===== src/vga_defs.svh =====
`ifndef VGA_DEFS_SVH
`define VGA_DEFS_SVH

// default 640x480 timing
`define VGA_H_ACTIVE 640
`define VGA_H_FRONT  16
`define VGA_H_SYNC   96
`define VGA_H_BACK   48

`define VGA_V_ACTIVE 480
`define VGA_V_FRONT  10
`define VGA_V_SYNC   2
`define VGA_V_BACK   33

`define SPRITE_DIM 8 // bitmap side in pixels

// wishbone word address map
`define REG_SPRITE_X 8'h00
`define REG_SPRITE_Y 8'h01
`define REG_SCALE    8'h02
`define REG_ANIM     8'h03
`define REG_BG       8'h04
`define PAL_BASE     8'h10
`define FRAME0_BASE  8'h40
`define FRAME1_BASE  8'h80

`define WB_ADR_W 8
`define WB_DAT_W 16

`endif


===== src/vga_pkg.sv =====
`include "vga_defs.svh"

package vga_pkg;

    typedef logic [9:0] coord_t; // raster coordinate

    typedef logic [5:0] rgb_t; // {red, green, blue}, 2 bits each

    typedef logic [3:0] pal_idx_t;

    typedef logic [`WB_ADR_W-1:0] wb_adr_t;

    typedef logic [`WB_DAT_W-1:0] wb_dat_t;

    typedef enum logic [1:0] {
        ANIM_SHOW0,
        ANIM_SHOW1,
        ANIM_HOLD0,
        ANIM_HOLD1
    } anim_state_t;

endpackage


===== src/pixel_bus_if.sv =====
`timescale 1ns/1ps

interface pixel_bus_if;

    vga_pkg::coord_t x;
    vga_pkg::coord_t y;
    logic            active;    // inside visible area
    logic            hsync;
    logic            vsync;
    logic            frame_end; // last pixel of the frame

    modport timer (
        output x, y, active, hsync, vsync, frame_end
    );

    modport sink (
        input x, y, active, hsync, vsync, frame_end
    );

endinterface


===== src/anim_fsm.sv =====
`timescale 1ns/1ps

module anim_fsm (
    input  logic       clk,
    input  logic       rst_n,
    pixel_bus_if.sink  pix,
    input  logic [7:0] anim_period,
    input  logic       anim_pause,
    output logic       frame_sel
);

    vga_pkg::anim_state_t state;
    vga_pkg::anim_state_t state_nxt;
    logic [7:0]           cnt;
    logic [7:0]           cnt_nxt;
    logic [7:0]           period;
    logic                 period_done;

    assign period      = (anim_period == 8'd0) ? 8'd1 : anim_period; // 0 acts as 1
    assign period_done = (cnt + 8'd1) >= period;

    always_comb begin
        state_nxt = state;
        cnt_nxt   = cnt;
        if (pix.frame_end) begin
            case (state)
                vga_pkg::ANIM_SHOW0: begin
                    if (anim_pause) begin
                        state_nxt = vga_pkg::ANIM_HOLD0;
                    end else if (period_done) begin
                        state_nxt = vga_pkg::ANIM_SHOW1;
                        cnt_nxt   = '0;
                    end else begin
                        cnt_nxt = cnt + 8'd1;
                    end
                end
                vga_pkg::ANIM_SHOW1: begin
                    if (anim_pause) begin
                        state_nxt = vga_pkg::ANIM_HOLD1;
                    end else if (period_done) begin
                        state_nxt = vga_pkg::ANIM_SHOW0;
                        cnt_nxt   = '0;
                    end else begin
                        cnt_nxt = cnt + 8'd1;
                    end
                end
                vga_pkg::ANIM_HOLD0: begin
                    if (!anim_pause) begin
                        state_nxt = vga_pkg::ANIM_SHOW0;
                        cnt_nxt   = '0; // resume from a fresh count
                    end
                end
                default: begin
                    if (!anim_pause) begin
                        state_nxt = vga_pkg::ANIM_SHOW1;
                        cnt_nxt   = '0;
                    end
                end
            endcase
        end
    end

    always_ff @(posedge clk) begin
        if (!rst_n) begin
            state <= vga_pkg::ANIM_SHOW0;
            cnt   <= '0;
        end else begin
            state <= state_nxt;
            cnt   <= cnt_nxt;
        end
    end

    assign frame_sel = (state == vga_pkg::ANIM_SHOW1) || (state == vga_pkg::ANIM_HOLD1);

endmodule


===== src/pixel_mux.sv =====
`timescale 1ns/1ps

`include "vga_defs.svh"

module pixel_mux (
    input  logic              clk,
    input  logic              rst_n,
    pixel_bus_if.sink         pix,
    input  vga_pkg::coord_t   sprite_x,
    input  vga_pkg::coord_t   sprite_y,
    input  logic [1:0]        scale,
    input  vga_pkg::rgb_t     bg_rgb,
    input  vga_pkg::rgb_t     pal_rgb,
    input  vga_pkg::pal_idx_t pix_idx,
    output logic [2:0]        bmp_row,
    output logic [2:0]        bmp_col,
    output vga_pkg::pal_idx_t pal_idx,
    output logic [7:0]        vga_pmod
);

    vga_pkg::coord_t side;
    vga_pkg::coord_t dx;
    vga_pkg::coord_t dy;
    vga_pkg::coord_t col_full;
    vga_pkg::coord_t row_full;
    logic            hit;
    vga_pkg::rgb_t   rgb_nxt;
    vga_pkg::rgb_t   rgb;
    logic            hsync_d;
    logic            vsync_d;

    assign side = vga_pkg::coord_t'(`SPRITE_DIM) << scale;
    assign dx   = pix.x - sprite_x; // only meaningful when x >= sprite_x
    assign dy   = pix.y - sprite_y;
    assign hit  = (pix.x >= sprite_x) && (dx < side) && (pix.y >= sprite_y) && (dy < side);

    assign col_full = dx >> scale;
    assign row_full = dy >> scale;
    assign bmp_col  = col_full[2:0];
    assign bmp_row  = row_full[2:0];
    assign pal_idx  = pix_idx;

    always_comb begin
        if (!pix.active) begin
            rgb_nxt = '0; // blanking
        end else if (hit) begin
            rgb_nxt = pal_rgb;
        end else begin
            rgb_nxt = bg_rgb;
        end
    end

    always_ff @(posedge clk) begin
        if (!rst_n) begin
            rgb     <= '0;
            hsync_d <= 1'b1;
            vsync_d <= 1'b1;
        end else begin
            rgb     <= rgb_nxt;
            hsync_d <= pix.hsync;
            vsync_d <= pix.vsync;
        end
    end

    // pmod packing: low colour bits in the upper nibble
    assign vga_pmod = {hsync_d, rgb[0], rgb[2], rgb[4], vsync_d, rgb[1], rgb[3], rgb[5]};

endmodule


===== src/scan_timer.sv =====
`timescale 1ns/1ps

module scan_timer #(
    parameter int h_active = 640,
    parameter int h_front  = 16,
    parameter int h_sync   = 96,
    parameter int h_back   = 48,
    parameter int v_active = 480,
    parameter int v_front  = 10,
    parameter int v_sync   = 2,
    parameter int v_back   = 33
) (
    input logic        clk,
    input logic        rst_n,
    pixel_bus_if.timer pix
);

    localparam vga_pkg::coord_t h_vis   = vga_pkg::coord_t'(h_active);
    localparam vga_pkg::coord_t v_vis   = vga_pkg::coord_t'(v_active);
    localparam vga_pkg::coord_t h_last  = vga_pkg::coord_t'(h_active + h_front + h_sync + h_back - 1);
    localparam vga_pkg::coord_t v_last  = vga_pkg::coord_t'(v_active + v_front + v_sync + v_back - 1);
    localparam vga_pkg::coord_t hs_from = vga_pkg::coord_t'(h_active + h_front);
    localparam vga_pkg::coord_t hs_to   = vga_pkg::coord_t'(h_active + h_front + h_sync);
    localparam vga_pkg::coord_t vs_from = vga_pkg::coord_t'(v_active + v_front);
    localparam vga_pkg::coord_t vs_to   = vga_pkg::coord_t'(v_active + v_front + v_sync);

    vga_pkg::coord_t x;
    vga_pkg::coord_t y;
    vga_pkg::coord_t x_nxt;
    vga_pkg::coord_t y_nxt;
    logic            hsync;
    logic            vsync;

    always_comb begin
        x_nxt = x + 1'b1;
        y_nxt = y;
        if (x == h_last) begin
            x_nxt = '0;
            y_nxt = (y == v_last) ? '0 : y + 1'b1;
        end
    end

    // syncs come from the next position so they stay aligned with x and y
    always_ff @(posedge clk) begin
        if (!rst_n) begin
            x     <= '0;
            y     <= '0;
            hsync <= 1'b1;
            vsync <= 1'b1;
        end else begin
            x     <= x_nxt;
            y     <= y_nxt;
            hsync <= !(x_nxt >= hs_from && x_nxt < hs_to);
            vsync <= !(y_nxt >= vs_from && y_nxt < vs_to);
        end
    end

    assign pix.x         = x;
    assign pix.y         = y;
    assign pix.hsync     = hsync;
    assign pix.vsync     = vsync;
    assign pix.active    = (x < h_vis) && (y < v_vis);
    assign pix.frame_end = (x == h_last) && (y == v_last);

endmodule


===== src/sprite_regfile.sv =====
`timescale 1ns/1ps

`include "vga_defs.svh"

module sprite_regfile (
    input  logic              clk,
    input  logic              rst_n,
    input  logic              wb_cyc,
    input  logic              wb_stb,
    input  logic              wb_we,
    input  vga_pkg::wb_adr_t  wb_adr,
    input  vga_pkg::wb_dat_t  wb_dat_w,
    output vga_pkg::wb_dat_t  wb_dat_r,
    output logic              wb_ack,
    input  logic [2:0]        bmp_row,
    input  logic [2:0]        bmp_col,
    input  logic              frame_sel,
    output vga_pkg::pal_idx_t pix_idx,
    input  vga_pkg::pal_idx_t pal_idx,
    output vga_pkg::rgb_t     pal_rgb,
    output vga_pkg::rgb_t     bg_rgb,
    output vga_pkg::coord_t   sprite_x,
    output vga_pkg::coord_t   sprite_y,
    output logic [1:0]        scale,
    output logic [7:0]        anim_period,
    output logic              anim_pause
);

    vga_pkg::rgb_t     pal [16];
    vga_pkg::pal_idx_t bmp [128]; // {frame, row, col}

    vga_pkg::wb_dat_t rd_data;
    logic             req;
    logic             wr;
    logic             pal_hit;
    logic             bmp_hit;
    logic [6:0]       bmp_adr;

    assign req     = wb_cyc && wb_stb && !wb_ack;
    assign wr      = req && wb_we;
    assign pal_hit = (wb_adr & 8'hF0) == `PAL_BASE;
    assign bmp_hit = ((wb_adr & 8'hC0) == `FRAME0_BASE) || ((wb_adr & 8'hC0) == `FRAME1_BASE);
    assign bmp_adr = {wb_adr[7], wb_adr[5:0]}; // bit 7 tells frame 1 from frame 0

    always_ff @(posedge clk) begin
        if (!rst_n) begin
            wb_ack <= 1'b0;
        end else begin
            wb_ack <= req;
        end
    end

    always_ff @(posedge clk) begin
        if (!rst_n) begin
            sprite_x    <= '0;
            sprite_y    <= '0;
            scale       <= '0;
            anim_period <= '0;
            anim_pause  <= 1'b0;
            bg_rgb      <= '0;
        end else if (wr) begin
            case (wb_adr)
                `REG_SPRITE_X: sprite_x <= wb_dat_w[9:0];
                `REG_SPRITE_Y: sprite_y <= wb_dat_w[9:0];
                `REG_SCALE:    scale    <= wb_dat_w[1:0];
                `REG_ANIM: begin
                    anim_period <= wb_dat_w[7:0];
                    anim_pause  <= wb_dat_w[8];
                end
                `REG_BG:       bg_rgb   <= wb_dat_w[5:0];
                default: ;
            endcase
        end
    end

    always_ff @(posedge clk) begin
        if (wr && pal_hit) begin
            pal[wb_adr[3:0]] <= wb_dat_w[5:0];
        end
        if (wr && bmp_hit) begin
            bmp[bmp_adr] <= wb_dat_w[3:0];
        end
    end

    always_comb begin
        rd_data = '0; // unmapped reads as zero
        if (pal_hit) begin
            rd_data = vga_pkg::wb_dat_t'(pal[wb_adr[3:0]]);
        end else if (bmp_hit) begin
            rd_data = vga_pkg::wb_dat_t'(bmp[bmp_adr]);
        end else begin
            case (wb_adr)
                `REG_SPRITE_X: rd_data = vga_pkg::wb_dat_t'(sprite_x);
                `REG_SPRITE_Y: rd_data = vga_pkg::wb_dat_t'(sprite_y);
                `REG_SCALE:    rd_data = vga_pkg::wb_dat_t'(scale);
                `REG_ANIM:     rd_data = vga_pkg::wb_dat_t'({anim_pause, anim_period});
                `REG_BG:       rd_data = vga_pkg::wb_dat_t'(bg_rgb);
                default:       rd_data = '0;
            endcase
        end
    end

    // captured with the request so it is valid while ack is high
    always_ff @(posedge clk) begin
        if (req) begin
            wb_dat_r <= rd_data;
        end
    end

    assign pix_idx = bmp[{frame_sel, bmp_row, bmp_col}];
    assign pal_rgb = pal[pal_idx];

endmodule


===== src/vga_sprite_top.sv =====
`timescale 1ns/1ps

`include "vga_defs.svh"

module vga_sprite_top #(
    parameter int h_active = `VGA_H_ACTIVE,
    parameter int h_front  = `VGA_H_FRONT,
    parameter int h_sync   = `VGA_H_SYNC,
    parameter int h_back   = `VGA_H_BACK,
    parameter int v_active = `VGA_V_ACTIVE,
    parameter int v_front  = `VGA_V_FRONT,
    parameter int v_sync   = `VGA_V_SYNC,
    parameter int v_back   = `VGA_V_BACK
) (
    input  logic             clk,
    input  logic             rst_n,
    input  logic             wb_cyc,
    input  logic             wb_stb,
    input  logic             wb_we,
    input  vga_pkg::wb_adr_t wb_adr,
    input  vga_pkg::wb_dat_t wb_dat_w,
    output vga_pkg::wb_dat_t wb_dat_r,
    output logic             wb_ack,
    output logic [7:0]       vga_pmod
);

    logic              frame_sel;
    logic [7:0]        anim_period;
    logic              anim_pause;
    logic [2:0]        bmp_row;
    logic [2:0]        bmp_col;
    vga_pkg::pal_idx_t pix_idx;
    vga_pkg::pal_idx_t pal_idx;
    vga_pkg::rgb_t     pal_rgb;
    vga_pkg::rgb_t     bg_rgb;
    vga_pkg::coord_t   sprite_x;
    vga_pkg::coord_t   sprite_y;
    logic [1:0]        scale;

    pixel_bus_if pix_bus ();

    scan_timer #(
        .h_active (h_active),
        .h_front  (h_front),
        .h_sync   (h_sync),
        .h_back   (h_back),
        .v_active (v_active),
        .v_front  (v_front),
        .v_sync   (v_sync),
        .v_back   (v_back)
    ) scan_timer_i (
        .clk   (clk),
        .rst_n (rst_n),
        .pix   (pix_bus.timer)
    );

    anim_fsm anim_fsm_i (
        .clk         (clk),
        .rst_n       (rst_n),
        .pix         (pix_bus.sink),
        .anim_period (anim_period),
        .anim_pause  (anim_pause),
        .frame_sel   (frame_sel)
    );

    sprite_regfile sprite_regfile_i (
        .clk         (clk),
        .rst_n       (rst_n),
        .wb_cyc      (wb_cyc),
        .wb_stb      (wb_stb),
        .wb_we       (wb_we),
        .wb_adr      (wb_adr),
        .wb_dat_w    (wb_dat_w),
        .wb_dat_r    (wb_dat_r),
        .wb_ack      (wb_ack),
        .bmp_row     (bmp_row),
        .bmp_col     (bmp_col),
        .frame_sel   (frame_sel),
        .pix_idx     (pix_idx),
        .pal_idx     (pal_idx),
        .pal_rgb     (pal_rgb),
        .bg_rgb      (bg_rgb),
        .sprite_x    (sprite_x),
        .sprite_y    (sprite_y),
        .scale       (scale),
        .anim_period (anim_period),
        .anim_pause  (anim_pause)
    );

    pixel_mux pixel_mux_i (
        .clk      (clk),
        .rst_n    (rst_n),
        .pix      (pix_bus.sink),
        .sprite_x (sprite_x),
        .sprite_y (sprite_y),
        .scale    (scale),
        .bg_rgb   (bg_rgb),
        .pal_rgb  (pal_rgb),
        .pix_idx  (pix_idx),
        .bmp_row  (bmp_row),
        .bmp_col  (bmp_col),
        .pal_idx  (pal_idx),
        .vga_pmod (vga_pmod)
    );

endmodule

===== config.mk =====
export PLATFORM = sky130hd
export DESIGN_NAME = vga_sprite_top
export DESIGN_NICKNAME = d
export VERILOG_FILES = /design/src/vga_pkg.sv /design/src/pixel_bus_if.sv /design/src/anim_fsm.sv /design/src/pixel_mux.sv /design/src/scan_timer.sv /design/src/sprite_regfile.sv /design/src/vga_sprite_top.sv
export VERILOG_INCLUDE_DIRS = /design/src
export SDC_FILE = /design/constraint.sdc
export NUM_CORES = 1
export LEC_CHECK = 0
export BUFFER_PORTS_ARGS = -buffer_cell sky130_fd_sc_hd__buf_2
export CAP_MARGIN = 20
export CORE_MARGIN = 8
export CORE_UTILIZATION = 30
export DETAILED_ROUTE_END_ITERATION = 10
export REMOVE_ABC_BUFFERS = 1
export SLEW_MARGIN = 20
export SYNTH_ARGS = -nofsm -noshare
export SYNTH_HDL_FRONTEND = slang
export SYNTH_SLANG_ARGS = --single-unit
export TNS_END_PERCENT = 5

===== constraint.sdc =====
create_clock -name clk -period 5 [get_ports clk]
set_input_delay 1 -clock clk [delete_from_list [all_inputs] [get_ports clk]]
set_output_delay 1 -clock clk [all_outputs]
set_load 0.02 [all_outputs]

==> impl_results.md, run 1 <==
- Skew final: roughly 0.032 ns
- Starting Density: 0.302
- Number of vias per cell after detailed routing: around 5.5
- HPWL after detailed placement: ~75 mm
- Fraction of the mapped netlist area in compound gates: 0.0735
- Height of the die: 358 um
- Standard cell with the maximum stage delay on the critical path: fa_1
- Worst-margin pin slew: approximately 0.97 ns
- Wirelength per Cell: 24.2 um
- Achievable clock frequency: around 0.2 GHz
- Number of buffers inserted for hold repair after clock tree synthesis: 0
- Kind of path behind the tightest hold check: reg2reg
- Pwr/cell area: 323 mW/mm2
- TritonCTS clock tree: built
- Outcome: completed
- Count of standard-cell rows: about 130
- Most common flop cell mapped by yosys: edfxtp_1
- Top cells by area, synth: edfxtp_1 53%, mux4_2 13%, nand2_1 5.6%
- Sequential-to-total area share from yosys stat: 0.575
- Required time worst endpoint: about 5.5 ns
- Root buf cell: clkbuf_16
- Post-placement worst setup slack: -0.129 ns
- Async set-reset flop share out of synthesis: 0
- Total clock buffers created by CTS: 72
- Instance count of the mapped netlist: 2801
- Area growth from synthesis to layout: 17.0%
- Vias in the first global route: 24600
- Worst relative slew slack: 0.351
- Post-Synth XOR/XNOR Area: 0.00676
- Count of pins on the block boundary: 54
- Share of cell area taken by muxes after synthesis: 0.162
- Largest stage delay on the critical path: 0.50 ns
- Dominant combinational cell family by area after synthesis: multiplexers
- Remaining antenna violation count after routing: 0
- Number of clock sinks: 696
- Met2 Wirelength: a little over 50 mm
- Distinct cells, synth: 85
- Number of synthesized register bits: slightly below 700
- Top delay family on crit path: compound AO/OA/AOI/OAI gates
- Period utilization: 0.997
- Cell type contributing the most total cell area after synthesis: edfxtp_1
- Uppermost layer routed: met5
- Initial detailed-routing violation count: 2847
- Area share of fa/ha/maj cells after synthesis: 0.0165
- Cell seen most often among critical-path stages: buf_4
- Final worst-path setup slack: approximately 0.017 ns
- Buffers added on ports: 41
- Final standard cell area without fillers: 0.0410 mm2
- Number of antenna violations at the first check in global routing: 2
- Number of hold violations in the final report: 0
- Clk pin slew, worst setup/hold paths: 0.06 ns
- Iteration count of the initial detailed-routing pass: 8
- Syn_area_per_cell: 12.5 um2
- Instance area after placement: 0.0385 mm2
- Proportion of netlist area held by the largest area contributor: 0.530
- ANT cells: 0
- Crit Path Class: reg2reg
- Setup repair after global routing missed its margin: yes
- Max clock buf depth: 3
- Fraction of layout cells with a size suffix above 1: 0.210
- Maximum number of pins on one net before global-route repair: 148
- Critical Path, Cell by Cell: inv_1 -> ha_1 -> inv_1 -> fa_1 -> nor2b_1 -> o32a_1 -> buf_4 -> o31ai_4 -> buf_12 -> buf_12 -> buf_4 -> buf_4 -> mux2i_1 -> a221oi_1 -> a211oi_1 -> a21oi_1 -> a211oi_1 -> buf_4 -> a31o_2 -> nor2_1 -> a221oi_1 -> a31oi_1
- Final Util: 0.353
- Endpoint class of the critical path: flip-flop
- Fin. max-slew vios: 0
- Maximum fanout along the worst path: 14
- Die area: about 0.13 mm2
- Max-capacitance violation count: 0
- Final GP Congestion: 0.918
- Simple-gate portion of the synthesized area: 0.137
- Maximum level of the CTS H-tree: 3
- Post-layout min period: 4.98 ns
- Number of buffer and inverter stages on the critical path: 8
- Routed Wire Length: between 100 and 150 mm
- Core ar.: 0.116 mm2
- # nets final: just over 3000
- Post-synth EDFFs: between 600 and 700
- Setup TNS after final layout: 0 ns
- Routed length on met3: between 9 and 10 mm
- Met1 layer wirelength in the final routing: 43.4 mm
- Maximum vdd ir drop: 0.184 mV
- Number of vias in the routed layout: 25200
- Grt total ovfl: 0
- Final setup vio count: 0
- Clock latency of the later-clocked register in the worst-skew pair: 0.64 ns
- Synthesized area: 0.0350 mm2
- DIE WIDTH: ~360 um
- Reported leakage power: 13.8 nW
- Global-route usage over all layers: 0.166
- Arrival time at the worst endpoint: 5.49 ns
- CP startpoint kind: flip-flop
- First-pass GRT wire length: 161 mm
- Number of synthesis warnings: 0
- Number of remaining DRC errors: 0
cell families (layout without fill, tap and decap cells):
family	Yosys count	count (layout)
AOI/OAI and AO/OA	391	391
buffers and inverters	238	444
and+or+nand+nor	1092	1092
adders and majority gates	45	45
other	1	6
xor gates and xnor gates	27	27
DFF	696	696
muxes	311	311
area by class of cell:
cell class,instances,area [um2]
Inverter,47,176
Timing Repair Buffer,267,2410
Fill cell,11200,74900
Sequential cell,696,20100
Clock buffer,87,1900
Clock inverter,43,409
Multi-Input combinational cell,1872,14000
Tap cell,1524,1910
registers in the layout (all words and copies together) (netlist names), 2 cells and up:
| signal | count |
|---|---|
| sprite_regfile_i.bmp | 512 |
| sprite_regfile_i.wb_dat_r | 10 |
| scan_timer_i.pix.x | 10 |
| sprite_regfile_i.bg_rgb | 6 |
| sprite_regfile_i.sprite_x | 10 |
| pixel_mux_i.rgb | 6 |
| sprite_regfile_i.pal | 96 |
| sprite_regfile_i.scale | 2 |
| sprite_regfile_i.anim_period | 8 |
| anim_fsm_i.cnt | 8 |
| sprite_regfile_i.sprite_y | 10 |
| anim_fsm_i.state | 2 |
| scan_timer_i.pix.y | 10 |
metal layers:
metal  GRT usage  up-vias
met4      0.0722        4
met5           0        -
met1       0.214    12700
met2       0.273     1229
met3      0.0323      249
li1            -    11000
stage by stage:
step,instances,hold WS [ns],total power [mW]
after floorplan,2615,0.386,7.23
after global placement,4401,0.393,7.94
after detailed placement,4401,0.396,7.94
after CTS,4531,0.412,13.3
after global routing,4536,0.426,13.6
final,4536,0.406,13.2
cell usage in the layout (no fill, tap or decap), types with 17 or more instances in the layout:
master,synthesis,final
mux4_2,202,202
buf_4,15,192
edfxtp_1,618,618
dfxtp_1,78,78
nand3_1,138,138
nor4_1,24,21
and3_1,30,29
a31oi_1,25,25
ha_1,43,43
nand2b_1,17,17
a21oi_1,141,140
buf_2,50,34
a32oi_1,23,23
mux2i_1,93,91
clkbuf_16,0,74
nand2_1,520,520
inv_1,44,44
buf_12,0,38
nor2_1,235,231
nand4_1,31,31
nor3_1,29,27
o21ai_0,59,59
worst reg2reg max path, stage by stage, from the launching register on:
cell      delay [ns]
dfxtp_1         0.31
inv_1           0.10
ha_1            0.16
inv_1           0.05
fa_1            0.50
nor2b_1         0.05
o32a_1          0.35
buf_4           0.16
o31ai_4         0.08
buf_12          0.23
buf_12          0.14
buf_4           0.16
buf_4           0.19
mux2i_1         0.09
a221oi_1        0.33
a211oi_1        0.11
a21oi_1         0.41
a211oi_1        0.16
buf_4           0.18
a31o_2          0.27
nor2_1          0.38
a221oi_1        0.18
a31oi_1         0.31
repair_timing:
action / 4_1_cts / 5_1_grt
hold endpoints to repair: 0 / 0
pin swaps: 1 / 3
resized for setup: 2 / 19
endpoints found under the setup margin: 6 / 6
setup buffers: 0 / 5
power by group:
group | internal [mW] | leakage [nW] | switching, mW
Combinational | 0.591 | 6.51 | 0.911
Sequential | 6.34 | 6.18 | 0.00950
Clock | 3.08 | 1.13 | 2.31
Total | 10.0 | 13.8 | 3.23
cell usage after synthesis (all sizes together) (11+ instances only):
cell type and instances:
and3 30, nand4 31, nor2 237, edfxtp 618, o211ai 11, mux4 202
o21ai 62, buf 104, or4 12, nand3 138, inv 46, nand2 521
xor2 12, a221oi 16, mux2i 93, a32oi 24, ha 43, nor3 30
nor4 24, o21a 12, xnor2 15, nand2b 17, dfxtp 78, clkbuf 87
a31oi 25, a32o 12, a21oi 142, a311oi 15, nor2b 13, mux2 16
final timing paths:
path | startpoint | to | slack [ns] | cells past startpoint
worst max-delay path | scan_timer_i.pix.x[0]$_SDFF_PN0_ | pixel_mux_i.rgb[1]$_SDFF_PN0_ | 0.02 | 22
worst max register to register | scan_timer_i.pix.x[0]$_SDFF_PN0_ | pixel_mux_i.rgb[1]$_SDFF_PN0_ | 0.02 | 22
worst min register to register | scan_timer_i.pix.hsync$_SDFF_PN1_ | pixel_mux_i.hsync_d$_SDFF_PN1_ | 0.41 | 1
worst min-delay path | scan_timer_i.pix.hsync$_SDFF_PN1_ | pixel_mux_i.hsync_d$_SDFF_PN1_ | 0.41 | 1
Power figures use the tool's default switching activity.
==> run 2, diff against run 1 <==
--- a/config.mk
+++ b/config.mk
@@ -9,7 +9,7 @@
 export BUFFER_PORTS_ARGS = -buffer_cell sky130_fd_sc_hd__buf_2
 export CAP_MARGIN = 20
 export CORE_MARGIN = 8
-export CORE_UTILIZATION = 30
+export CORE_UTILIZATION = 45
 export DETAILED_ROUTE_END_ITERATION = 10
 export REMOVE_ABC_BUFFERS = 1
 export SLEW_MARGIN = 20
==> run 2 against run 1 <==
Power rose by 2.0%. Clock-buffer cell count rose by 7. Flip-flop and latch count did not move. Highest routed layer is now met4.
==> impl_results.md, run 2 (synthesized netlist as in run 1, its figures left out) <==
- Outcome: completed
- Number of buffer and inverter stages on the critical path: 4
- Reported leakage power: 14.1 nW
- PnR Total Power: 13.5 mW
- Final standard cell area without fillers: around 0.041 mm2
- Max-capacitance violation count: 0
- Grt total ovfl: 0
- Achievable clock frequency: 0.204 GHz
- Standard cell with the maximum stage delay on the critical path: or4_4
- Core ar.: 0.0772 mm2
- Remaining antenna violation count after routing: 0
- Final setup vio count: 0
- Period utilization: 0.980
- Worst-margin pin slew: between 1 and 1.5 ns
- Global-route usage over all layers: 0.250
- Setup repair after global routing missed its margin: yes
- Root buf cell: clkbuf_16
- Endpoint class of the critical path: flip-flop
- HPWL after detailed placement: roughly 76 mm
- Initial detailed-routing violation count: 3080
- Maximum fanout along the worst path: 12
- Number of antenna violations at the first check in global routing: 0
- Instance area after placement: between 0.03 and 0.04 mm2
- Top delay family on crit path: simple AND/OR/NAND/NOR gates
- FILL cells: 6451
- Flip-flop count of the largest register, all copies and words added: between 500 and 600
- Clock latency of the later-clocked register in the worst-skew pair: 0.64 ns
- Fraction of layout cells with a size suffix above 1: 0.231
- Number of remaining DRC errors: 0
- Most frequent cells in the layout: 618 x edfxtp_1, 519 x nand2_1, 240 x buf_4, 230 x nor2_1, 202 x mux4_2
- Number of hold violations in the final report: 0
- Clk pin slew, worst setup/hold paths: 0.06 ns
- Maximum number of pins on one net before global-route repair: 101
- Area growth from synthesis to layout: 17.0%
- Max clock buf depth: 3
- Post-placement worst setup slack: -0.445 ns
- Maximum vdd ir drop: roughly 0.28 mV
- Final worst-path setup slack: between 0.1 and 0.15 ns
- Count of pins on the block boundary: 54
- Skew final: 0.0292 ns
- Iteration count of the initial detailed-routing pass: 7
- Leading cell type in the layout, fill and taps excluded: edfxtp_1
- Post-layout min period: around 5 ns
- Routed Wire Length: between 100 and 150 mm
- First-pass GRT wire length: between 150 and 200 mm
- Required time worst endpoint: 5.47 ns
- Number of vias per cell after detailed routing: 6.29
- Wirelength per Cell: 27.0 um
- ANT cells: 0
- Critical Path, Cell by Cell: inv_1 -> ha_1 -> a21oi_2 -> and3b_4 -> or2_4 -> inv_2 -> mux4_2 -> buf_4 -> nor2_4 -> a2111oi_0 -> or3_1 -> or4_4 -> o211a_4 -> buf_12 -> mux2i_2 -> mux2i_1 -> a221oi_2 -> a31oi_1
- Arrival time at the worst endpoint: roughly 5.4 ns
- Final worst hold slack: 0.414 ns
- Total clock buffers created by CTS: 76
- Fin. max-slew vios: 0
- Worst relative slew slack: 0.260
- Total instance count after detailed placement: 3950
- Final GP Congestion: 0.925
- Number of clock sinks: 696
- Number of vias in the routed layout: 25900
- Pwr/cell area: 330 mW/mm2
- TritonCTS clock tree: built
- Maximum level of the CTS H-tree: 3
- Count of standard-cell rows: 102
- Starting Density: 0.453
- DIE WIDTH: slightly below 300 um
- Kind of path behind the tightest hold check: reg2reg
- Post-route insts no fill: just over 4000
- Height of the die: 295 um
- Crit Path Class: reg2reg
- Vias in the first global route: 25500
- Top reg by flops: sprite_regfile_i.bmp
- CP startpoint kind: flip-flop
- # nets final: 3079
- Buffers added on ports: 41
- Largest stage delay on the critical path: 0.55 ns
- Die area: between 0.08 and 0.09 mm2
[run 2: worst paths after layout]
path / start / to / slack, ns / cells after the start
max reg2reg: sprite_regfile_i.sprite_x[2]$_SDFFE_PN0P_ / pixel_mux_i.rgb[3]$_SDFF_PN0_ / 0.10 / 18
min reg2reg: scan_timer_i.pix.hsync$_SDFF_PN1_ / pixel_mux_i.hsync_d$_SDFF_PN1_ / 0.41 / 1
min: scan_timer_i.pix.hsync$_SDFF_PN1_ / pixel_mux_i.hsync_d$_SDFF_PN1_ / 0.41 / 1
max: sprite_regfile_i.sprite_x[2]$_SDFFE_PN0P_ / pixel_mux_i.rgb[3]$_SDFF_PN0_ / 0.10 / 18
[run 2: stage by stage]
stage	setup TNS [ns]	utilization
global route	-0.119	0.530
detailed placement	-2.29	0.493
CTS	0	0.526
finish	0	0.530
floorplan	-38.49	-
global placement	-2.34	0.493
[run 2: timing repair]
item / 4_1_cts / 5_1_grt
setup buffers: 3 / 12
hold buffers: 0 / 0
gates cloned: 0 / 2
endpoints found under the hold margin: 0 / 0
gates resized for setup: 10 / 37
setup endpoints to repair: 6 / 6
pin swaps: 4 / 16
[run 2: power breakdown]
group	switching, mW	internal (mW)	leakage (nW)
Sequential	0.00691	6.34	6.19
Clock	2.42	3.21	1.18
Combinational	0.939	0.601	6.77
Total	3.36	10.1	14.1
[run 2: layout make-up]
cell class | count | area, um2 | area share
sequential | 696 | 20100 | 0.491
tap | 1040 | 1300 | 0.0318
inverter | 47 | 176 | 0.00431
clock buffer | 94 | 2050 | 0.0502
timing repair buffer | 312 | 2720 | 0.0665
clock inverter | 47 | 419 | 0.0102
multi-input combinational | 1872 | 14100 | 0.346
[run 2: routing by layer]
layer / global-route usage / share of wire / vias up
li1: - / - / 11100
met3: 0.0416 / 0.095 / 310
met1: 0.333 / 0.39 / 12900
met4: 0.109 / 0.048 / 0
met5: 0 / 0 / -
met2: 0.404 / 0.47 / 1514
